**src/include/scope_defs.svh**
```systemverilog
//####################
// Scope front end parameters
// Channel timing, sample format and buffer sizes
//####################
`ifndef SCOPE_DEFS_SVH
`define SCOPE_DEFS_SVH

// Sampled channels and width of one input value
`define SCOPE_N_CHANNELS 6
`define SCOPE_SAMPLE_WIDTH 24

// Sampling period in enabled cycles
`define SCOPE_PERIOD 64

// Channel k is captured at FIRST_SLOT + k * SLOT_STEP
`define SCOPE_FIRST_SLOT 10
`define SCOPE_SLOT_STEP 2

// Capture buffer size and receiver credits
`define SCOPE_FIFO_DEPTH 16
`define SCOPE_CREDITS 4

`endif

```
**src/hdl/scope_pkg.sv**
```systemverilog
//####################
// Scope types
// Output word with header and sample views
//####################
`default_nettype none

package scope_pkg;

    typedef logic [2:0] channel_t;

    // Frame header, kind is 1
    typedef struct packed {
        logic        kind;
        logic [6:0]  channel_count;
        logic [23:0] frame_index;
    } header_view_t;

    // One channel sample, kind is 0
    typedef struct packed {
        logic        kind;
        logic [6:0]  channel;
        logic [23:0] value;
    } sample_view_t;

    // Bit 31 tells the receiver which view applies
    typedef union packed {
        header_view_t header;
        sample_view_t sample;
    } scope_word_t;

endpackage

`default_nettype wire

```
**src/hdl/capture_fifo.sv**
```systemverilog
//####################
// Capture FIFO
// Circular word buffer that reports its free space
//####################
`default_nettype none
`include "scope_defs.svh"

module capture_fifo (
    input  logic clock,
    input  logic reset,
    input  logic write,
    input  scope_pkg::scope_word_t write_word,
    input  logic read,
    output scope_pkg::scope_word_t read_word,
    output logic empty,
    output logic [$clog2(`SCOPE_FIFO_DEPTH+1)-1:0] free_count
);

    import scope_pkg::*;

    localparam int ADDR_WIDTH = $clog2(`SCOPE_FIFO_DEPTH);
    localparam int COUNT_WIDTH = $clog2(`SCOPE_FIFO_DEPTH + 1);

    scope_word_t mem [`SCOPE_FIFO_DEPTH];
    logic [ADDR_WIDTH-1:0] write_ptr;
    logic [ADDR_WIDTH-1:0] read_ptr;
    logic [COUNT_WIDTH-1:0] occupancy;
    logic do_write;
    logic do_read;

    assign do_read = read && !empty;
    assign do_write = write && (occupancy != COUNT_WIDTH'(`SCOPE_FIFO_DEPTH));

    assign empty = occupancy == '0;
    assign read_word = mem[read_ptr];
    assign free_count = COUNT_WIDTH'(`SCOPE_FIFO_DEPTH) - occupancy;

    always_ff @(posedge clock) begin
        if (do_write) begin
            mem[write_ptr] <= write_word;
        end
    end

    // Depth is a power of two so the pointers wrap on their own
    always_ff @(posedge clock) begin
        if (reset) begin
            write_ptr <= '0;
            read_ptr <= '0;
            occupancy <= '0;
        end else begin
            if (do_write) write_ptr <= write_ptr + 1'b1;
            if (do_read) read_ptr <= read_ptr + 1'b1;
            occupancy <= occupancy + COUNT_WIDTH'(do_write) - COUNT_WIDTH'(do_read);
        end
    end

endmodule

`default_nettype wire

```
**src/hdl/credit_tx.sv**
```systemverilog
//####################
// Credit transmitter
// Sends FIFO words while receiver credits remain
//####################
`default_nettype none
`include "scope_defs.svh"

module credit_tx (
    input  logic clock,
    input  logic reset,
    input  logic empty,
    input  scope_pkg::scope_word_t read_word,
    input  logic credit_return,
    output logic read,
    output logic out_valid,
    output scope_pkg::scope_word_t out_word
);

    localparam int CREDIT_WIDTH = $clog2(`SCOPE_CREDITS + 1);

    logic [CREDIT_WIDTH-1:0] credits;

    // Pop whenever a word waits and the receiver has room for it
    assign read = !empty && (credits != '0);

    always_ff @(posedge clock) begin
        if (reset) begin
            credits <= CREDIT_WIDTH'(`SCOPE_CREDITS);
            out_valid <= 1'b0;
        end else begin
            // A send and a returned credit in one cycle cancel out
            credits <= credits - CREDIT_WIDTH'(read) + CREDIT_WIDTH'(credit_return);
            out_valid <= read;
        end
    end

    always_ff @(posedge clock) begin
        if (read) begin
            out_word <= read_word;
        end
    end

endmodule

`default_nettype wire

```
**src/hdl/frame_packer.sv**
```systemverilog
//####################
// Frame packer
// Prefixes each frame with a header and drops frames that do not fit
//####################
`default_nettype none
`include "scope_defs.svh"

module frame_packer (
    input  logic clock,
    input  logic reset,
    input  logic sample_valid,
    input  scope_pkg::channel_t sample_channel,
    input  logic [`SCOPE_SAMPLE_WIDTH-1:0] sample_value,
    input  logic [$clog2(`SCOPE_FIFO_DEPTH+1)-1:0] free_count,
    output logic write,
    output scope_pkg::scope_word_t write_word,
    output logic [15:0] dropped_frames
);

    import scope_pkg::*;

    logic [23:0] frame_index;
    logic keep_frame;
    logic hold_pending;
    logic [`SCOPE_SAMPLE_WIDTH-1:0] hold_value;
    logic first_sample;
    logic frame_fits;

    assign first_sample = sample_valid && (sample_channel == channel_t'(0));
    // A frame needs room for its header plus every channel
    assign frame_fits = free_count >= `SCOPE_N_CHANNELS + 1;

    always_ff @(posedge clock) begin
        if (reset) begin
            write <= 1'b0;
            frame_index <= '0;
            keep_frame <= 1'b0;
            hold_pending <= 1'b0;
            dropped_frames <= '0;
        end else begin
            write <= 1'b0;
            hold_pending <= 1'b0;
            if (first_sample) begin
                // Index advances for kept and dropped frames alike
                frame_index <= frame_index + 1'b1;
                keep_frame <= frame_fits;
                hold_pending <= frame_fits;
                write <= frame_fits;
                if (!frame_fits) begin
                    dropped_frames <= dropped_frames + 1'b1;
                end
            end else if (hold_pending) begin
                write <= 1'b1;
            end else if (sample_valid) begin
                write <= keep_frame;
            end
        end
    end

    // Header goes out first, channel 0 waits one cycle in the holding register
    always_ff @(posedge clock) begin
        if (first_sample) begin
            hold_value <= sample_value;
            write_word.header <= '{kind: 1'b1, channel_count: 7'(`SCOPE_N_CHANNELS),
                                   frame_index: frame_index};
        end else if (hold_pending) begin
            write_word.sample <= '{kind: 1'b0, channel: 7'd0, value: hold_value};
        end else if (sample_valid) begin
            write_word.sample <= '{kind: 1'b0, channel: 7'(sample_channel),
                                   value: sample_value};
        end
    end

endmodule

`default_nettype wire

```
**src/hdl/mc_scope_top.sv**
```systemverilog
//####################
// Scope front end top
// Scheduler, packer, capture FIFO and credit transmitter
//####################
`default_nettype none
`include "scope_defs.svh"

module mc_scope_top (
    input  logic clock,
    input  logic reset,
    input  logic enable,
    input  logic [`SCOPE_N_CHANNELS-1:0][`SCOPE_SAMPLE_WIDTH-1:0] adc_data,
    input  logic credit_return,
    output logic out_valid,
    output scope_pkg::scope_word_t out_word,
    output logic [15:0] dropped_frames
);

    import scope_pkg::*;

    logic sample_valid;
    channel_t sample_channel;
    logic [`SCOPE_SAMPLE_WIDTH-1:0] sample_value;

    logic fifo_write;
    scope_word_t fifo_write_word;
    logic [$clog2(`SCOPE_FIFO_DEPTH+1)-1:0] free_count;

    logic fifo_read;
    scope_word_t fifo_read_word;
    logic fifo_empty;

    slot_scheduler i_scheduler (
        .clock(clock),
        .reset(reset),
        .enable(enable),
        .adc_data(adc_data),
        .sample_valid(sample_valid),
        .sample_channel(sample_channel),
        .sample_value(sample_value)
    );

    frame_packer i_packer (
        .clock(clock),
        .reset(reset),
        .sample_valid(sample_valid),
        .sample_channel(sample_channel),
        .sample_value(sample_value),
        .free_count(free_count),
        .write(fifo_write),
        .write_word(fifo_write_word),
        .dropped_frames(dropped_frames)
    );

    capture_fifo i_fifo (
        .clock(clock),
        .reset(reset),
        .write(fifo_write),
        .write_word(fifo_write_word),
        .read(fifo_read),
        .read_word(fifo_read_word),
        .empty(fifo_empty),
        .free_count(free_count)
    );

    credit_tx i_tx (
        .clock(clock),
        .reset(reset),
        .empty(fifo_empty),
        .read_word(fifo_read_word),
        .credit_return(credit_return),
        .read(fifo_read),
        .out_valid(out_valid),
        .out_word(out_word)
    );

endmodule

`default_nettype wire

```
**src/hdl/slot_scheduler.sv**
```systemverilog
//####################
// Slot scheduler
// Period counter that captures each channel at its own slot
//####################
`default_nettype none
`include "scope_defs.svh"

module slot_scheduler (
    input  logic clock,
    input  logic reset,
    input  logic enable,
    input  logic [`SCOPE_N_CHANNELS-1:0][`SCOPE_SAMPLE_WIDTH-1:0] adc_data,
    output logic sample_valid,
    output scope_pkg::channel_t sample_channel,
    output logic [`SCOPE_SAMPLE_WIDTH-1:0] sample_value
);

    import scope_pkg::*;

    localparam int COUNT_WIDTH = $clog2(`SCOPE_PERIOD);

    logic [COUNT_WIDTH-1:0] period_count;
    logic slot_hit;
    channel_t slot_channel;

    // Compare the counter against every channel slot
    always_comb begin
        slot_hit = 1'b0;
        slot_channel = '0;
        for (int k = 0; k < `SCOPE_N_CHANNELS; k++) begin
            if (period_count == COUNT_WIDTH'(`SCOPE_FIRST_SLOT + k * `SCOPE_SLOT_STEP)) begin
                slot_hit = 1'b1;
                slot_channel = channel_t'(k);
            end
        end
    end

    // Counter only moves on enabled cycles
    always_ff @(posedge clock) begin
        if (reset) begin
            period_count <= '0;
            sample_valid <= 1'b0;
        end else begin
            sample_valid <= enable && slot_hit;
            if (enable) begin
                if (period_count == COUNT_WIDTH'(`SCOPE_PERIOD - 1)) begin
                    period_count <= '0;
                end else begin
                    period_count <= period_count + 1'b1;
                end
            end
        end
    end

    // Sample stays put until the next slot overwrites it
    always_ff @(posedge clock) begin
        if (enable && slot_hit) begin
            sample_channel <= slot_channel;
            sample_value <= adc_data[slot_channel];
        end
    end

endmodule

`default_nettype wire

```
**config.mk**
```make
export PLATFORM = sky130hd
export DESIGN_NAME = mc_scope_top
export DESIGN_NICKNAME = d
export VERILOG_FILES = /design/src/hdl/scope_pkg.sv /design/src/hdl/capture_fifo.sv /design/src/hdl/credit_tx.sv /design/src/hdl/frame_packer.sv /design/src/hdl/mc_scope_top.sv /design/src/hdl/slot_scheduler.sv
export VERILOG_INCLUDE_DIRS = /design/src /design/src/include
export SDC_FILE = /design/constraint.sdc
export NUM_CORES = 1
export LEC_CHECK = 0
export BUFFER_PORTS_ARGS = -buffer_cell sky130_fd_sc_hd__buf_2
export CORE_UTILIZATION = 52
export CTS_CLUSTER_DIAMETER = 60
export CTS_CLUSTER_SIZE = 28
export DETAILED_ROUTE_END_ITERATION = 16
export GPL_TIMING_DRIVEN = 0
export PLACE_DENSITY_LB_ADDON = 0.2
export SLEW_MARGIN = 0
export SYNTH_ARGS = -nofsm -noshare
export SYNTH_HDL_FRONTEND = slang
export SYNTH_SLANG_ARGS = --single-unit
```
**constraint.sdc**
```tcl
create_clock -name clock -period 12.6 [get_ports clock]
set_input_delay 1.26 -clock clock [delete_from_list [all_inputs] [get_ports clock]]
set_output_delay 1.26 -clock clock [all_outputs]
set_load 0.03 [all_outputs]
```
==> impl_results.md <==
- Initial antenna violation count: 0
- Final wirelength: 55200 µm
- FF-to-FF setup slack: 9.12 ns
- Pint: 0.00337 W
- Final period util: 0.276
- Sw frac: 0.281
- Worst hold path class: reg -> reg
- Bufs on Longest Clock Path: 3
- Max Clock Freq: 287 MHz
- Syn_area_per_cell: 18.1 µm²
- DR pass1 iterations: 5
- Die height: 221 µm
- Site Rows: 80
- Placed Instances: 2219
- Count of different cell masters after synthesis: 50
- CTS tree: built
- Ys async rst share: 0
- Worst-skew pair later-pin latency: 0.61 ns
- Clock transition at path regs: 0.10 ns
- DRT iter0 DRCs: 1161
- Crit-path cells: clkbuf_1 -> clkbuf_1 -> buf_1 -> mux4_2 -> mux4_2
- CP required: 12.92 ns
- First-pass GRT wire length: 83800 µm
- Pwr Density: 163 nW/µm²
- Max-cap violation count: 0
- Die Area: 49000 µm²
- Setup crit end kind: flip-flop
- Antenna Nets Post-Route: 0
- Fin. max-slew vios: 0
- Leakage power: 9.57 nW
- Min Tclk post-route: 3.48 ns
- Clock power share: 0.305
- Number of enable flip-flop cells after synthesis: 551
- Status: finished clean
- Seq pwr share: 0.498
- Sw Pwr: 0.00131 W
- Vias/cell: 5.89
- Skew final: 0.0410 ns
- Crit-path max FO: 10
- Die width: 221 µm
- CTS Root Cell: clkbuf_16
- Combinational Power Share: 0.197
- Half-perimeter wire length after placement: 38300 µm
- Final hold violation count: 0
- Diode count: 0
- Post-Syn Instances: 1384
- # IOs: 197
- Crit-path max cell delay: 0.87 ns
- Share of layout cells above drive strength 1: 0.277
- WP buf/inv: 3
- FF+latch count, synth: 622
- Cts bufs inserted: 39
- Worst slew pin tran: 1.21 ns
- Total Routing Usage GR: 0.230
- Fin Setup TNS: 0 ns
- Vias in the first global route: 13900
- Largest net degree at the start of global routing: 34
- Cts repair resizes: 0
- CP max-delay cell: buf_1
- Synthesized area: 25000 µm²
- Number of H-tree levels: 2
- Final GP Congestion: 0.908
- Initial core utilization: 0.526
- Final Power: 0.00468 W
- Sequential area share after synthesis: 0.718
- TritonCTS Sinks: 622
- Rel. slew slack: 0.184
- Area Growth Syn to Fin: 15.0%
- WL per Instance: 24.1 µm
- Net count, final: 1818
- RSZ-0062 raised after global routing: no
- Final Core Density: 0.605
- Port Buffer Count: 191
- Core ar.: 47500 µm²
- YS warnings: 0
- Post-CTS Hold Buffers: 0
- Peak supply drop: 0.0808 mV
- Vias after detailed routing: 13500
- Cell Count, Final, Fillers Out: 2291
- Top cell family by delay on the critical path: buffers and inverters
- # DRC: 0
- Post-CTS Setup Inserts: 0
- WS Path Type: reg -> reg
- Grt total ovfl: 0
- Main synth FF type: edfxtp_1
- Critical path arrival: 3.80 ns
- Final setup vio count: 0
- Startpoint types: flip-flop
power groups by stage:
stage	sequential, W	combinational, W	clock, W
final	0.00233	0.000921	0.00143
after global routing	0.00234	0.00100	0.00152
after CTS	0.00233	0.000942	0.00145
after detailed placement	0.00238	0.000938	0
after global placement	0.00239	0.000916	0
after floorplan	0.00248	0.000565	0
cell families (layout without fill, tap and decap cells):
logic type / Yosys count / count (layout) / synth area share
AO/OA/AOI/OAI: 114 / 114 / 0.0339
AND/OR/NAND/NOR: 280 / 280 / 0.0549
flip-flops: 622 / 622 / 0.718
adder cells (fa/ha/maj): 25 / 25 / 0.0131
other: 1 / 4 / 0.000150
buffers and inverters: 105 / 394 / 0.0166
XOR/XNOR: 43 / 43 / 0.0151
multiplexers: 194 / 194 / 0.148
worst register-to-register path, cell delays in order (launching register included):
cell and delay, ns:
dfxtp_1 0.35, clkbuf_1 0.25, clkbuf_1 0.59, buf_1 0.87, mux4_2 0.62, mux4_2 0.53
final cells by class:
| cell class | count | area (µm²) |
|---|---|---|
| Inverter | 24 | 90.1 |
| Buffer | 81 | 327 |
| Timing Repair Buffer | 217 | 1430 |
| Sequential cell | 622 | 18000 |
| Clock buffer | 41 | 1000 |
| Clock inverter | 31 | 423 |
| Multi-Input combinational cell | 660 | 6760 |
| Tap cell | 615 | 769 |
| Fill cell | 3408 | 18800 |
path summary, 6_finish.rpt:
path	from	endpoint	cells after the start
max	i_fifo.read_ptr[0]	i_tx.out_word[26]	5
min	i_scheduler.sample_value[17]	i_packer.hold_value[17]	0
max reg2reg	i_fifo.read_ptr[0]	i_tx.out_word[26]	5
min reg2reg	i_scheduler.sample_value[17]	i_packer.hold_value[17]	0
through the flow:
step | setup WS [ns] | hold slack [ns] | area [µm²]
2_1_floorplan | 8.48 | 0.427 | 25000
3_3_place_gp | 6.13 | 0.440 | 26700
3_5_place_dp | 9.04 | 0.445 | 27300
4_1_cts | 9.02 | 0.460 | 28800
5_1_grt | 8.86 | 0.469 | 28800
6_report | 9.12 | 0.454 | 28800
state kept, by name (all words and copies together), names as in the netlist, 5 cells and up:
signal	flops
i_packer.write_word	28
i_packer.frame_index	24
i_packer.hold_value	24
i_scheduler.period_count	6
i_fifo.mem	448
i_scheduler.sample_value	24
i_tx.out_word	28
i_packer.dropped_frames	16
i_fifo.occupancy	5
synthesized netlist by cell type (14+ instances only):
cell type | number | area share
clkbuf_1 | 59 | 0.0089
nor3_1 | 14 | 0.0028
ha_1 | 23 | 0.012
a221oi_1 | 41 | 0.014
edfxtp_1 | 551 | 0.66
nand4_1 | 16 | 0.0040
a21oi_1 | 15 | 0.0030
dfxtp_1 | 71 | 0.057
nor2b_1 | 28 | 0.0070
mux4_2 | 140 | 0.13
nor4_1 | 14 | 0.0035
a211oi_1 | 27 | 0.0081
nand2_1 | 27 | 0.0041
mux2i_1 | 48 | 0.019
inv_1 | 22 | 0.0033
buf_1 | 15 | 0.0023
xor2_1 | 16 | 0.0056
xnor2_1 | 27 | 0.0095
nor2_1 | 126 | 0.019
layout by cell type (no fill, tap or decap), drive strengths merged, types with 27 or more instances in the layout:
cell / synthesis / layout
a211oi: 27 / 27
a221oi: 41 / 41
buf: 20 / 237
clkbuf: 61 / 102
dfxtp: 71 / 71
edfxtp: 551 / 551
inv: 22 / 38
mux2i: 48 / 48
mux4: 140 / 140
nand2: 27 / 27
nor2: 126 / 126
nor2b: 28 / 28
xnor2: 27 / 27
layer usage:
metal | vias up | part of all wire | routed length, µm | GRT usage
met5 | - | 0 | 0 | 0
met2 | 458 | 0.51 | 27900 | 0.396
met1 | 6882 | 0.41 | 22500 | 0.302
li1 | 6049 | - | - | -
met3 | 99 | 0.053 | 2920 | 0.0282
met4 | 0 | 0.035 | 1920 | 0.0887
No activity file was read; power rests on OpenSTA's default activity.
